File: config.mk
export PLATFORM = sky130hd
export DESIGN_NAME = l2_write_path
export DESIGN_NICKNAME = d
export VERILOG_FILES = /design/src/design/l2_write_pkg.sv /design/src/design/write_buffer.sv /design/src/design/write_path_ctrl.sv /design/src/design/write_arbiter.sv /design/src/design/l2_write_path.sv
export SDC_FILE = /design/constraint.sdc
export NUM_CORES = 1
export LEC_CHECK = 0
export BUFFER_PORTS_ARGS = -buffer_cell sky130_fd_sc_hd__buf_2
export CORE_ASPECT_RATIO = 1.25
export CORE_MARGIN = 2
export CORE_UTILIZATION = 40
export CTS_CLUSTER_DIAMETER = 40
export DETAILED_ROUTE_END_ITERATION = 7
export MAX_ROUTING_LAYER = met4
export PLACE_DENSITY_LB_ADDON = 0.08
export SYNTH_ARGS = -nofsm -noshare
export SYNTH_HDL_FRONTEND = slang
export SYNTH_SLANG_ARGS = --single-unit
export TNS_END_PERCENT = 5
File: constraint.sdc
create_clock -name clk -period 10.9 [get_ports clk]
set_input_delay 1.635 -clock clk [delete_from_list [all_inputs] [get_ports clk]]
set_output_delay 1.635 -clock clk [all_outputs]
set_load 0.01 [all_outputs]
File: src/design/l2_write_pkg.sv
package l2_write_pkg;

    // Bus geometry
    parameter int addr_w = 32;
    parameter logic [2:0] word_size = 3'd2; // AXI size code for 4 bytes per beat

    // Write path controller states
    typedef enum logic [2:0] {
        IDLE   = 3'd0,
        DMA_AW = 3'd1,
        DMA_W  = 3'd2,
        DMA_R  = 3'd3,
        WRT_W  = 3'd4  // Line burst owned by the write buffer
    } wr_state_t;

    // Write address channel payload
    typedef struct packed {
        logic [addr_w-1:0] addr;
        logic [7:0]        len;  // Beats minus one
        logic [2:0]        size;
    } aw_chan_t;

    // Write data channel payload
    typedef struct packed {
        logic [31:0] data;
        logic [3:0]  strb;
        logic        last;
    } w_chan_t;

endpackage

File: src/design/write_buffer.sv
module write_buffer
    import l2_write_pkg::*;
#(
    parameter int offset_width = 2
) (
    input  logic                          clk,
    input  logic                          rst_n,
    // Line request from the arbiter
    input  logic                          buf_req,
    input  logic [addr_w-1:0]             buf_addr,
    input  logic [(32<<offset_width)-1:0] buf_line,
    output logic                          buf_ok,
    output logic                          buf_busy,
    // AXI write channels
    output aw_chan_t                      aw,
    output logic                          awvalid,
    input  logic                          awready,
    output w_chan_t                       w,
    output logic                          wvalid,
    input  logic                          wready,
    input  logic                          bvalid,
    output logic                          bready
);

    localparam int line_w   = 32 << offset_width;
    localparam int words    = 1 << offset_width;
    localparam int byte_off = offset_width + 2;

    logic                    busy;
    logic                    aw_pend;
    logic                    w_pend;
    logic                    b_wait;
    logic [offset_width-1:0] beat;
    logic [addr_w-1:0]       addr_q;
    logic [line_w-1:0]       line_q;
    logic                    accept;
    logic                    last_beat;

    assign accept    = buf_req && !busy;   // Only an empty buffer takes a line
    assign last_beat = (beat == offset_width'(words - 1));

    // Line payload captured once per burst
    always_ff @(posedge clk) begin
        if (accept) begin
            addr_q <= {buf_addr[addr_w-1:byte_off], {byte_off{1'b0}}};
            line_q <= buf_line;
        end
    end

    always_ff @(posedge clk) begin
        if (!rst_n) begin
            busy    <= 1'b0;
            aw_pend <= 1'b0;
            w_pend  <= 1'b0;
            b_wait  <= 1'b0;
            beat    <= '0;
        end else begin
            if (accept) begin
                busy    <= 1'b1;
                aw_pend <= 1'b1;
                beat    <= '0;
            end

            if (aw_pend && awready) begin
                aw_pend <= 1'b0;
                w_pend  <= 1'b1;           // Data follows the address
            end

            if (w_pend && wready) begin
                beat <= beat + 1'b1;
                if (last_beat) begin
                    w_pend <= 1'b0;
                    b_wait <= 1'b1;
                end
            end

            if (b_wait && bvalid) begin
                b_wait <= 1'b0;
                busy   <= 1'b0;            // Free only after the response
            end
        end
    end

    assign buf_ok   = accept;
    assign buf_busy = busy;

    assign aw.addr = addr_q;
    assign aw.len  = 8'(words - 1);
    assign aw.size = word_size;
    assign awvalid = aw_pend;

    assign w.data = line_q[32*beat +: 32]; // Lowest word goes out first
    assign w.strb = 4'hf;
    assign w.last = last_beat;
    assign wvalid = w_pend;

    assign bready = b_wait;

endmodule

File: src/design/write_path_ctrl.sv
module write_path_ctrl
    import l2_write_pkg::*;
(
    input  logic      clk,
    input  logic      rst_n,
    input  logic      req,
    input  logic      dma_sign,
    input  logic      buf_busy,
    input  logic      awready,
    input  logic      wready,
    input  logic      bvalid,
    output wr_state_t state
);

    wr_state_t state_nxt;

    always_comb begin
        state_nxt = state;
        case (state)
            IDLE: begin
                // Uncached store waits until the buffered line has drained
                if (req && dma_sign && !buf_busy) begin
                    state_nxt = DMA_AW;
                end else if (buf_busy) begin
                    state_nxt = WRT_W;
                end
            end
            DMA_AW: begin
                if (awready) begin
                    state_nxt = DMA_W;
                end
            end
            DMA_W: begin
                if (wready) begin
                    state_nxt = DMA_R;
                end
            end
            DMA_R: begin
                if (bvalid) begin
                    state_nxt = IDLE;      // addr_ok pulses in this cycle
                end
            end
            WRT_W: begin
                if (!buf_busy) begin
                    state_nxt = IDLE;
                end
            end
            default: begin
                state_nxt = IDLE;
            end
        endcase
    end

    always_ff @(posedge clk) begin
        if (!rst_n) begin
            state <= IDLE;
        end else begin
            state <= state_nxt;
        end
    end

endmodule

File: src/design/write_arbiter.sv
module write_arbiter
    import l2_write_pkg::*;
#(
    parameter int offset_width = 2
) (
    input  wr_state_t                     state,
    // Cache side
    input  logic                          req,
    input  logic                          dma_sign,
    input  logic [2:0]                    size,
    input  logic [3:0]                    wstrb,
    input  logic [addr_w-1:0]             addr,
    input  logic [(32<<offset_width)-1:0] line,
    output logic                          addr_ok,
    // Write buffer side
    output logic                          buf_req,
    output logic [addr_w-1:0]             buf_addr,
    output logic [(32<<offset_width)-1:0] buf_line,
    input  logic                          buf_ok,
    input  aw_chan_t                      buf_aw,
    input  logic                          buf_awvalid,
    input  w_chan_t                       buf_w,
    input  logic                          buf_wvalid,
    input  logic                          buf_bready,
    output logic                          buf_awready,
    output logic                          buf_wready,
    output logic                          buf_bvalid,
    // AXI port
    output aw_chan_t                      aw,
    output logic                          awvalid,
    input  logic                          awready,
    output w_chan_t                       w,
    output logic                          wvalid,
    input  logic                          wready,
    input  logic                          bvalid,
    output logic                          bready
);

    always_comb begin
        addr_ok     = 1'b0;
        buf_req     = 1'b0;
        buf_addr    = '0;
        buf_line    = '0;
        buf_awready = 1'b0;
        buf_wready  = 1'b0;
        buf_bvalid  = 1'b0;
        aw          = '0;
        awvalid     = 1'b0;
        w           = '0;
        wvalid      = 1'b0;
        bready      = 1'b0;

        case (state)
            IDLE, WRT_W: begin
                buf_req  = req && !dma_sign; // Line writes only
                buf_addr = addr;
                buf_line = line;
                addr_ok  = buf_ok;

                aw      = buf_aw;
                awvalid = buf_awvalid;
                w       = buf_w;
                wvalid  = buf_wvalid;
                bready  = buf_bready;

                buf_awready = awready;
                buf_wready  = wready;
                buf_bvalid  = bvalid;
            end
            DMA_AW: begin
                aw.addr = addr;
                aw.len  = 8'd0;            // Single beat
                aw.size = size;
                awvalid = 1'b1;
            end
            DMA_W: begin
                w.data = line[31:0];
                w.strb = wstrb;
                w.last = 1'b1;
                wvalid = 1'b1;
            end
            DMA_R: begin
                bready  = 1'b1;
                addr_ok = bvalid;
            end
            default: begin
            end
        endcase
    end

endmodule

File: src/design/l2_write_path.sv
module l2_write_path
    import l2_write_pkg::*;
#(
    parameter int offset_width = 2
) (
    input  logic                          clk,
    input  logic                          rst_n,
    // Cache side
    input  logic                          req,
    input  logic                          dma_sign,
    input  logic [2:0]                    size,
    input  logic [3:0]                    wstrb,
    input  logic [addr_w-1:0]             addr,
    input  logic [(32<<offset_width)-1:0] line,
    output logic                          addr_ok,
    // AXI write port
    output aw_chan_t                      aw,
    output logic                          awvalid,
    input  logic                          awready,
    output w_chan_t                       w,
    output logic                          wvalid,
    input  logic                          wready,
    input  logic                          bvalid,
    output logic                          bready
);

    logic                          buf_req;
    logic [addr_w-1:0]             buf_addr;
    logic [(32<<offset_width)-1:0] buf_line;
    logic                          buf_ok;
    logic                          buf_busy;
    aw_chan_t                      buf_aw;
    logic                          buf_awvalid;
    logic                          buf_awready;
    w_chan_t                       buf_w;
    logic                          buf_wvalid;
    logic                          buf_wready;
    logic                          buf_bvalid;
    logic                          buf_bready;
    wr_state_t                     state;

    write_buffer #(
        .offset_width(offset_width)
    ) u_write_buffer (
        .clk     (clk),
        .rst_n   (rst_n),
        .buf_req (buf_req),
        .buf_addr(buf_addr),
        .buf_line(buf_line),
        .buf_ok  (buf_ok),
        .buf_busy(buf_busy),
        .aw      (buf_aw),
        .awvalid (buf_awvalid),
        .awready (buf_awready),
        .w       (buf_w),
        .wvalid  (buf_wvalid),
        .wready  (buf_wready),
        .bvalid  (buf_bvalid),
        .bready  (buf_bready)
    );

    write_path_ctrl u_write_path_ctrl (
        .clk     (clk),
        .rst_n   (rst_n),
        .req     (req),
        .dma_sign(dma_sign),
        .buf_busy(buf_busy),
        .awready (awready),
        .wready  (wready),
        .bvalid  (bvalid),
        .state   (state)
    );

    write_arbiter #(
        .offset_width(offset_width)
    ) u_write_arbiter (
        .state      (state),
        .req        (req),
        .dma_sign   (dma_sign),
        .size       (size),
        .wstrb      (wstrb),
        .addr       (addr),
        .line       (line),
        .addr_ok    (addr_ok),
        .buf_req    (buf_req),
        .buf_addr   (buf_addr),
        .buf_line   (buf_line),
        .buf_ok     (buf_ok),
        .buf_aw     (buf_aw),
        .buf_awvalid(buf_awvalid),
        .buf_w      (buf_w),
        .buf_wvalid (buf_wvalid),
        .buf_bready (buf_bready),
        .buf_awready(buf_awready),
        .buf_wready (buf_wready),
        .buf_bvalid (buf_bvalid),
        .aw         (aw),
        .awvalid    (awvalid),
        .awready    (awready),
        .w          (w),
        .wvalid     (wvalid),
        .wready     (wready),
        .bvalid     (bvalid),
        .bready     (bready)
    );

endmodule

==> metrics.txt, run 1 <==
status finished, final reports clean; Seq/Total Area, Yosys 63.0%; Data arrival, critical path 3.21 ns; max-cap violations 0; cts bufs inserted 17; Tmin final 4.85 ns; FF+latch area 0.00487 mm2; CP max FO 120; most common cell after layout, fill and taps aside buf_2; share of the cycle needed by the critical path after routing 44.5%; dpl hpwl 11700 um; CP required 9.27 ns; Post-synth top flop edfxtp_1; vias in the first global route 5148; Fin. Hold Viols 0; Synth Instances 531; DIE HEIGHT 159 um; Reg clk slew, reported paths 0.07 ns; Max Slew Vio Count 0; Initial Util 41.0%; Post-Syn Area 0.00772 mm2; vias post-DR 5022; IO buf count 251; number of synthesized flops with an enable pin 156; Worst VDD drop 97.1 uV; worst hold path class flop to flop; Multi-input gate area 0.00262 mm2; Die Width 128 um; highest-count cells in the layout ignoring fill and taps buf_2 (251), and2_1 (163), edfxtp_1 (156), a22o_1 (60), mux4_2 (32); worst relative slew slack 20.5%; post-synth cell types 36; DRC viols 0; fraction of layout cells with a size suffix above 1 42.0%; Via-to-Cell Ratio 4.97; TritonCTS clock tree yes; Total GRT Usage 17.7%; Starting DRT DRC Count 283; DRT Wirelength 17400 um; Final GP Congestion 0.809; CTS resizes 0; Synth async-reset ratio 0%; Rows 56; IO Pins 258; leakage 3.84 nW; Root Buffer clkbuf_16; WS Path Type flop to primary output; largest net degree at the start of global routing 121; final number of setup-violating endpoints 0; Clock Skews 0.00749 ns; fmax 206 MHz; drt wl/cell 17.2 um; Detailed Routing Iterations Pass 1 4; placed instance area 0.00908 mm2; fill cell count 1657; setup TNS 0 ns; measured slew at the worst slew-check pin 1.19 ns; Die Area 0.0204 mm2; Layout area overhead 25.8%; power density cells 163 mW/mm2; post-route ant nets 0; CTS max path bufs 2; Yosys reg bits 165; htree depth 4; Core Box Area 0.0188 mm2; # hold bufs at CTS 0; Nets 935; number of antenna violations at the first check in global routing 6; post-route cell area 0.00972 mm2; global-route wire length before repair 26800 um; Synth Warn # 0; CTS Sinks 165; Remaining Overflow, GRT 0; unrepaired setup endpoints after global routing no; Worst setup SP type flop; Clk Latency, worst-skew pair 0.42 ns; setup repair bufs after CTS 0; Syn Area/Cell 14.5 um2; CP Capture Type primary output
==> cells by family (layout without fill, tap and decap cells) <==
| logic type | count (synthesis) | in the layout | share of synthesized area [%] |
|---|---|---|---|
| buffers and inverters | 55 | 292 | 3.47 |
| AND/OR/NAND/NOR | 199 | 199 | 15.7 |
| other | 1 | 12 | 0.0486 |
| adder cells (fa/ha/maj) | 1 | 1 | 0.162 |
| AO/OA/AOI/OAI | 78 | 78 | 8.31 |
| multiplexers | 32 | 32 | 9.33 |
| flip-flops | 165 | 165 | 63.0 |
==> routing by layer <==
metal / vias up / global-route usage, % / part of all wire [%]
li1: 2433 / - / -
met1: 2385 / 20.7 / 41
met2: 180 / 29.0 / 51
met3: 24 / 4.94 / 6.5
met4: 0 / 6.69 / 1.6
met5: - / - / 0
==> worst max-delay path, cell delays in order (launching register included) <==
cell     delay (ns)
dfxtp_1        0.41
or2_1          0.40
inv_4          0.60
buf_4          0.83
a22o_1         0.27
buf_2          0.13
==> cells in the mapped netlist (all sizes together), types with 2 or more instances <==
library cell  instances  area, um2
clkbuf               26       97.6
o21ai                 4       20.0
nor2                  4       17.5
nand3                 2       10.0
nand2                16       60.1
dfxtp                 9        180
a21oi                 6       30.0
nor3                  3       20.0
a22o                 60        526
and2                163       1020
a21o                  2       15.0
mux4                 32        721
edfxtp              156       4680
buf                  23        148
nor3b                 4       30.0
inv                   6       22.5
==> area by class of cell <==
type	instances	share of cell area (%)
diodes	6	0.155
clock buffers	17	4.38
clock inverters	15	1.96
inverters	6	0.309
multi-input cells	316	27.0
flip-flops and latches	165	50.1
well taps	232	2.99
repair buffers	254	13.2
==> power breakdown <==
group	switching, W	total, W	internal [W]
sequential	0.0000118	0.000758	0.000747
clock	0.000274	0.000623	0.000350
combinational	0.000104	0.000206	0.000102
total	0.000390	0.00159	0.00120
==> per-stage QoR <==
step | hold slack [ns] | power (W) | setup WS, ns | utilization [%] | instances
final | 0.499 | 0.00159 | 6.05 | 51.5 | 1011
after CTS | 0.501 | 0.00161 | 6.03 | 51.5 | 1005
after global routing | 0.535 | 0.00165 | 5.74 | 51.5 | 1011
after floorplan | 0.458 | 0.000903 | 5.31 | - | 536
after detailed placement | 0.486 | 0.000982 | 6.49 | 48.2 | 973
after global placement | 0.482 | 0.000976 | 6.61 | 48.2 | 973
==> worst paths after layout <==
check | cells past startpoint | start | to | slack, ns
worst min register to register | 2 | u_write_buffer.buf_busy | u_write_path_ctrl.state[2] | 0.50
worst min-delay path | 2 | u_write_buffer.buf_busy | u_write_path_ctrl.state[2] | 0.50
worst max-delay path | 5 | u_write_path_ctrl.state[1] | aw[32] | 6.05
worst max register to register | 4 | u_write_path_ctrl.state[1] | u_write_buffer.line_q[78] | 7.71
==> flip-flops by register name, summed over array words and instances, names as in the netlist <==
| register | count |
|---|---|
| u_write_buffer.wvalid | 1 |
| u_write_buffer.awvalid | 1 |
| u_write_buffer.buf_busy | 1 |
| u_write_buffer.line_q | 128 |
| u_write_path_ctrl.state | 3 |
| u_write_buffer.beat | 2 |
| u_write_buffer.addr_q | 28 |
| u_write_buffer.bready | 1 |
No activity file was read; power rests on OpenSTA's default activity.
==> inputs of run 2 (changes only) <==
==> constraint.sdc (replaced) <==
create_clock -name clk -period 4.35 [get_ports clk]
set_input_delay 0.6525 -clock clk [delete_from_list [all_inputs] [get_ports clk]]
set_output_delay 0.6525 -clock clk [all_outputs]
set_load 0.01 [all_outputs]
==> metrics.txt, run 2 (same netlist as run 1, synthesis figures left out) <==
DRC viols 0; status finished, final reports clean; final number of setup-violating endpoints 0; worst r2r path cells 4; htree depth 4; CP max FO 109; DRT Wirelength 17700 um; most common cell after layout, fill and taps aside buf_2; setup repair bufs after CTS 0; Final GP Congestion 0.775; setup TNS 0 ns; max-cap violations 0; Data arrival, critical path 2.54 ns; Net Sw Power 0.000935 W; Worst VDD drop 255 uV; CP Capture Type primary output; worst hold path class primary input to flop; fmax 313 MHz; Rows 56; IO buf count 251; power density cells 422 mW/mm2; Total GRT Usage 17.9%; worst r2r dst u_write_buffer.line_q[56]; Initial Util 41.0%; highest-count cells in the layout ignoring fill and taps buf_2 (251), and2_1 (163), edfxtp_1 (156), a22o_1 (60), mux4_2 (32); post-route cell area 0.00985 mm2; IO Pins 258; Reg clk slew, reported paths 0.07 ns; # hold bufs at CTS 0; CTS max path bufs 2; Core Box Area 0.0188 mm2; Die Area 0.0204 mm2; measured slew at the worst slew-check pin 1.01 ns; Post-Place Worst Slack 1.55 ns; drt wl/cell 17.4 um; number of antenna violations at the first check in global routing 6; Tot Pwr 0.00416 W; placed instance area 0.00913 mm2; Max Slew Vio Count 0; worst flop-to-flop path startpoint u_write_path_ctrl.state[1]; sequential share of power 45.7%; Remaining Overflow, GRT 0; cts bufs inserted 17; CTS Sinks 165; post-route ant nets 0; largest registers u_write_buffer.line_q: 128 flops, u_write_buffer.addr_q: 28 flops, u_write_path_ctrl.state: 3 flops; WS Path Type flop to primary output; combinational group share of total power 12.8%; Hold Path Sink u_write_buffer.line_q[51]; Top reg by flops u_write_buffer.line_q; leakage 3.89 nW; share of the cycle needed by the critical path after routing 73.5%; Tmin final 3.20 ns; dpl hpwl 11900 um; Starting DRT DRC Count 356; DIE HEIGHT 159 um; CP required 3.70 ns; CTS resizes 0; largest net degree at the start of global routing 110; vias in the first global route 5369; FF-to-FF setup slack 1.94 ns; hold_sp line[51]; FF+latch area 0.00487 mm2; Via-to-Cell Ratio 5.06; Detailed Routing Iterations Pass 1 4; Clk Latency, worst-skew pair 0.42 ns; Cells on Worst Hold Path 2; Multi-input gate area 0.00262 mm2; max reg flops 128; Clock Skews 0.00829 ns; TritonCTS clock tree yes; Worst setup SP type flop; fraction of layout cells with a size suffix above 1 42.2%; Setup WS post-layout 1.15 ns; unrepaired setup endpoints after global routing no; Nets 939; Root Buffer clkbuf_16; fill cell count 1641; worst relative slew slack 32.5%; global-route wire length before repair 27400 um; Die Width 128 um; internal power 0.00322 W; Layout area overhead 27.6%; Fin. Hold Viols 0; vias post-DR 5140; Switching Share 22.5%; clock power share 41.5%
-- run 2: cell types whose count changed in the layout (fill, tap and decap cells not counted), sizes merged --
cell	previous run	this run
clkinvlp	1	4
clkbuf	17	18
clkinv	4	2
diode	6	7
buf	254	258
bufinv	2	6
inv	14	8
-- run 2: layer usage --
layer,global-route usage (%),part of all wire [%],up-vias
met5,-,0,-
met3,4.60,6.1,10
li1,-,-,2446
met2,29.8,51,177
met1,21.6,42,2507
met4,5.00,0.75,0
-- run 2: critical path: stages, from the launching register on --
cell and delay, ns:
dfxtp_1 0.40, or2_1 0.42, inv_4 0.51, buf_12 0.37, a22o_1 0.22, buf_2 0.13
-- run 2: worst max-delay path by stage --
stage / cells after the start / slack [ns] / endpoint / start
floorplan: 4 / 0.74 / u_write_buffer.awvalid / req
global placement: 5 / 1.64 / aw[19] / u_write_path_ctrl.state[1]
detailed placement: 4 / 1.55 / aw[19] / u_write_path_ctrl.state[0]
CTS: 4 / 1.08 / aw[19] / u_write_path_ctrl.state[0]
global route: 5 / 0.91 / aw[19] / u_write_path_ctrl.state[1]
finish: 5 / 1.15 / aw[19] / u_write_path_ctrl.state[1]
-- run 2: area by class of cell --
type	instances	share of cell area, %
antenna	7	0.178
clock buffer	18	4.36
clock inverter	14	2.53
inverter	6	0.292
multi-input combinational	316	26.6
sequential	165	49.4
tap	232	2.95
timing repair buffer	258	13.7
-- run 2: per-stage QoR --
step | utilization [%] | hold slack, ns | std cells
2_1_floorplan | - | 0.458 | 536
3_3_place_gp | 48.4 | 0.489 | 976
3_5_place_dp | 48.4 | 0.501 | 976
4_1_cts | 52.0 | 0.489 | 1008
5_1_grt | 52.3 | 0.484 | 1015
6_report | 52.3 | 0.508 | 1016
-- run 2: power by group through the flow --
stage	Clock (W)	Sequential (W)	Combinational, W
after global routing	0.00183	0.00191	0.000590
final	0.00172	0.00190	0.000533
after detailed placement	0	0.00193	0.000538
after global placement	0	0.00193	0.000526
after CTS	0.00177	0.00190	0.000540
after floorplan	0	0.00193	0.000334
==> inputs of run 3 (changes only) <==
==> constraint.sdc (replaced) <==
create_clock -name clk -period 3.3 [get_ports clk]
set_input_delay 0.495 -clock clk [delete_from_list [all_inputs] [get_ports clk]]
set_output_delay 0.495 -clock clk [all_outputs]
set_load 0.01 [all_outputs]
==> metrics.txt, run 3 (same netlist as run 1, synthesis figures left out) <==
setup repair bufs after CTS 0; fill cell count 1645; post-route ant nets 0; Initial Util 41.0%; CP Capture Type primary output; worst hold path class primary input to flop; IO buf count 251; Clock Skews 0.00671 ns; Fin. Hold Viols 0; Data arrival, critical path 2.32 ns; Slowest cell on crit path inv_4; largest registers u_write_buffer.line_q: 128 flops, u_write_buffer.addr_q: 28 flops, u_write_path_ctrl.state: 3 flops; fraction of layout cells with a size suffix above 1 42.8%; DRC viols 0; Worst VDD drop 302 uV; FF+latch area 0.00487 mm2; number of antenna violations at the first check in global routing 3; final number of setup-violating endpoints 0; DIE HEIGHT 159 um; Worst setup SP type flop; Nets 944; leakage 3.87 nW; Reg clk slew, reported paths 0.07 ns; post-route cell area 0.00980 mm2; placed instance area 0.00920 mm2; CTS resizes 0; # hold bufs at CTS 0; htree depth 4; CP required 2.80 ns; IO Pins 258; worst relative slew slack 57.0%; setup TNS 0 ns; max reg flops 128; largest net degree at the start of global routing 114; Die Width 128 um; dpl hpwl 12800 um; vias post-DR 5074; Tmin final 2.82 ns; Top reg by flops u_write_buffer.line_q; global-route wire length before repair 27600 um; Total GRT Usage 18.4%; Core Box Area 0.0188 mm2; CP max FO 60; drt wl/cell 17.9 um; measured slew at the worst slew-check pin 0.645 ns; Root Buffer clkbuf_16; DRT Wirelength 18200 um; Via-to-Cell Ratio 4.98; most common cell after layout, fill and taps aside buf_2; fmax 355 MHz; Max Slew Vio Count 0; max-cap violations 0; TritonCTS clock tree yes; share of the cycle needed by the critical path after routing 85.3%; Layout area overhead 26.9%; Largest stage delay, worst path 0.45 ns; Tot Pwr 0.00517 W; Clk Latency, worst-skew pair 0.42 ns; Detailed Routing Iterations Pass 1 4; status finished, final reports clean; Starting DRT DRC Count 278; vias in the first global route 5325; Multi-input gate area 0.00262 mm2; Remaining Overflow, GRT 0; CTS Sinks 165; cts bufs inserted 17; Die Area 0.0204 mm2; highest-count cells in the layout ignoring fill and taps buf_2 (251), and2_1 (163), edfxtp_1 (156), a22o_1 (60), mux4_2 (32); CTS max path bufs 2; unrepaired setup endpoints after global routing no; power density cells 528 mW/mm2; WS Path Type flop to primary output; Final GP Congestion 0.834; Rows 56; fin util 52.0%; cells along the critical path or2_1, inv_4, buf_4, a22o_1, buf_2
-- run 3: cell count changes in the layout (fill, tap and decap cells not counted), sizes merged --
| cell | previous run | this run |
|---|---|---|
| clkinvlp | 4 | 6 |
| buf | 258 | 263 |
| diode | 7 | 5 |
| clkbuf | 18 | 17 |
| clkinv | 2 | 5 |
| bufinv | 6 | 2 |
-- run 3: worst paths after layout --
check / slack, ns / start / cells after the start / end
setup / recovery: 0.48 / u_write_path_ctrl.state[0] / 5 / w[27]
hold / removal: 0.34 / line[97] / 2 / u_write_buffer.line_q[97]
setup reg to reg: 1.02 / u_write_path_ctrl.state[0] / 4 / u_write_buffer.line_q[37]
hold reg to reg: 0.50 / u_write_buffer.bready / 2 / u_write_buffer.bready
-- run 3: metrics by stage --
step,setup slack (ns),cells,hold slack (ns)
global route,0.298,1017,0.327
CTS,0.448,1014,0.321
floorplan,-0.188,536,0.458
global placement,0.974,982,0.490
finish,0.485,1019,0.341
detailed placement,0.919,982,0.492
-- run 3: layout make-up --
cell class | instances | share of cell area, %
Antenna cell | 5 | 0.128
Multi-Input combinational cell | 316 | 26.7
Tap cell | 232 | 2.96
Sequential cell | 165 | 49.7
Clock buffer | 17 | 4.34
Timing Repair Buffer | 263 | 14.3
Clock inverter | 15 | 1.58
Inverter | 6 | 0.294
-- run 3: layer usage --
| metal | GRT usage (%) | wire, um | vias up | share of wire (%) |
|---|---|---|---|---|
| met4 | 5.39 | 255 | 0 | 1.4 |
| met5 | - | 0 | - | 0 |
| met2 | 30.9 | 9190 | 188 | 50 |
| met1 | 21.2 | 7420 | 2417 | 41 |
| met3 | 5.48 | 1330 | 18 | 7.3 |
| li1 | - | - | 2451 | - |
-- run 3: critical path, delay by kind of cell (launching register included) --
family,cells,cell delay (ns)
compound gates,1,0.17
simple gates,1,0.39
buf+inv,3,0.96
flops,1,0.37
-- run 3: where the power goes --
part | total (W) | switching (W) | internal [W]
Combinational | 0.000711 | 0.000359 | 0.000352
Clock | 0.00195 | 0.000838 | 0.00112
Sequential | 0.00250 | 0.0000361 | 0.00247
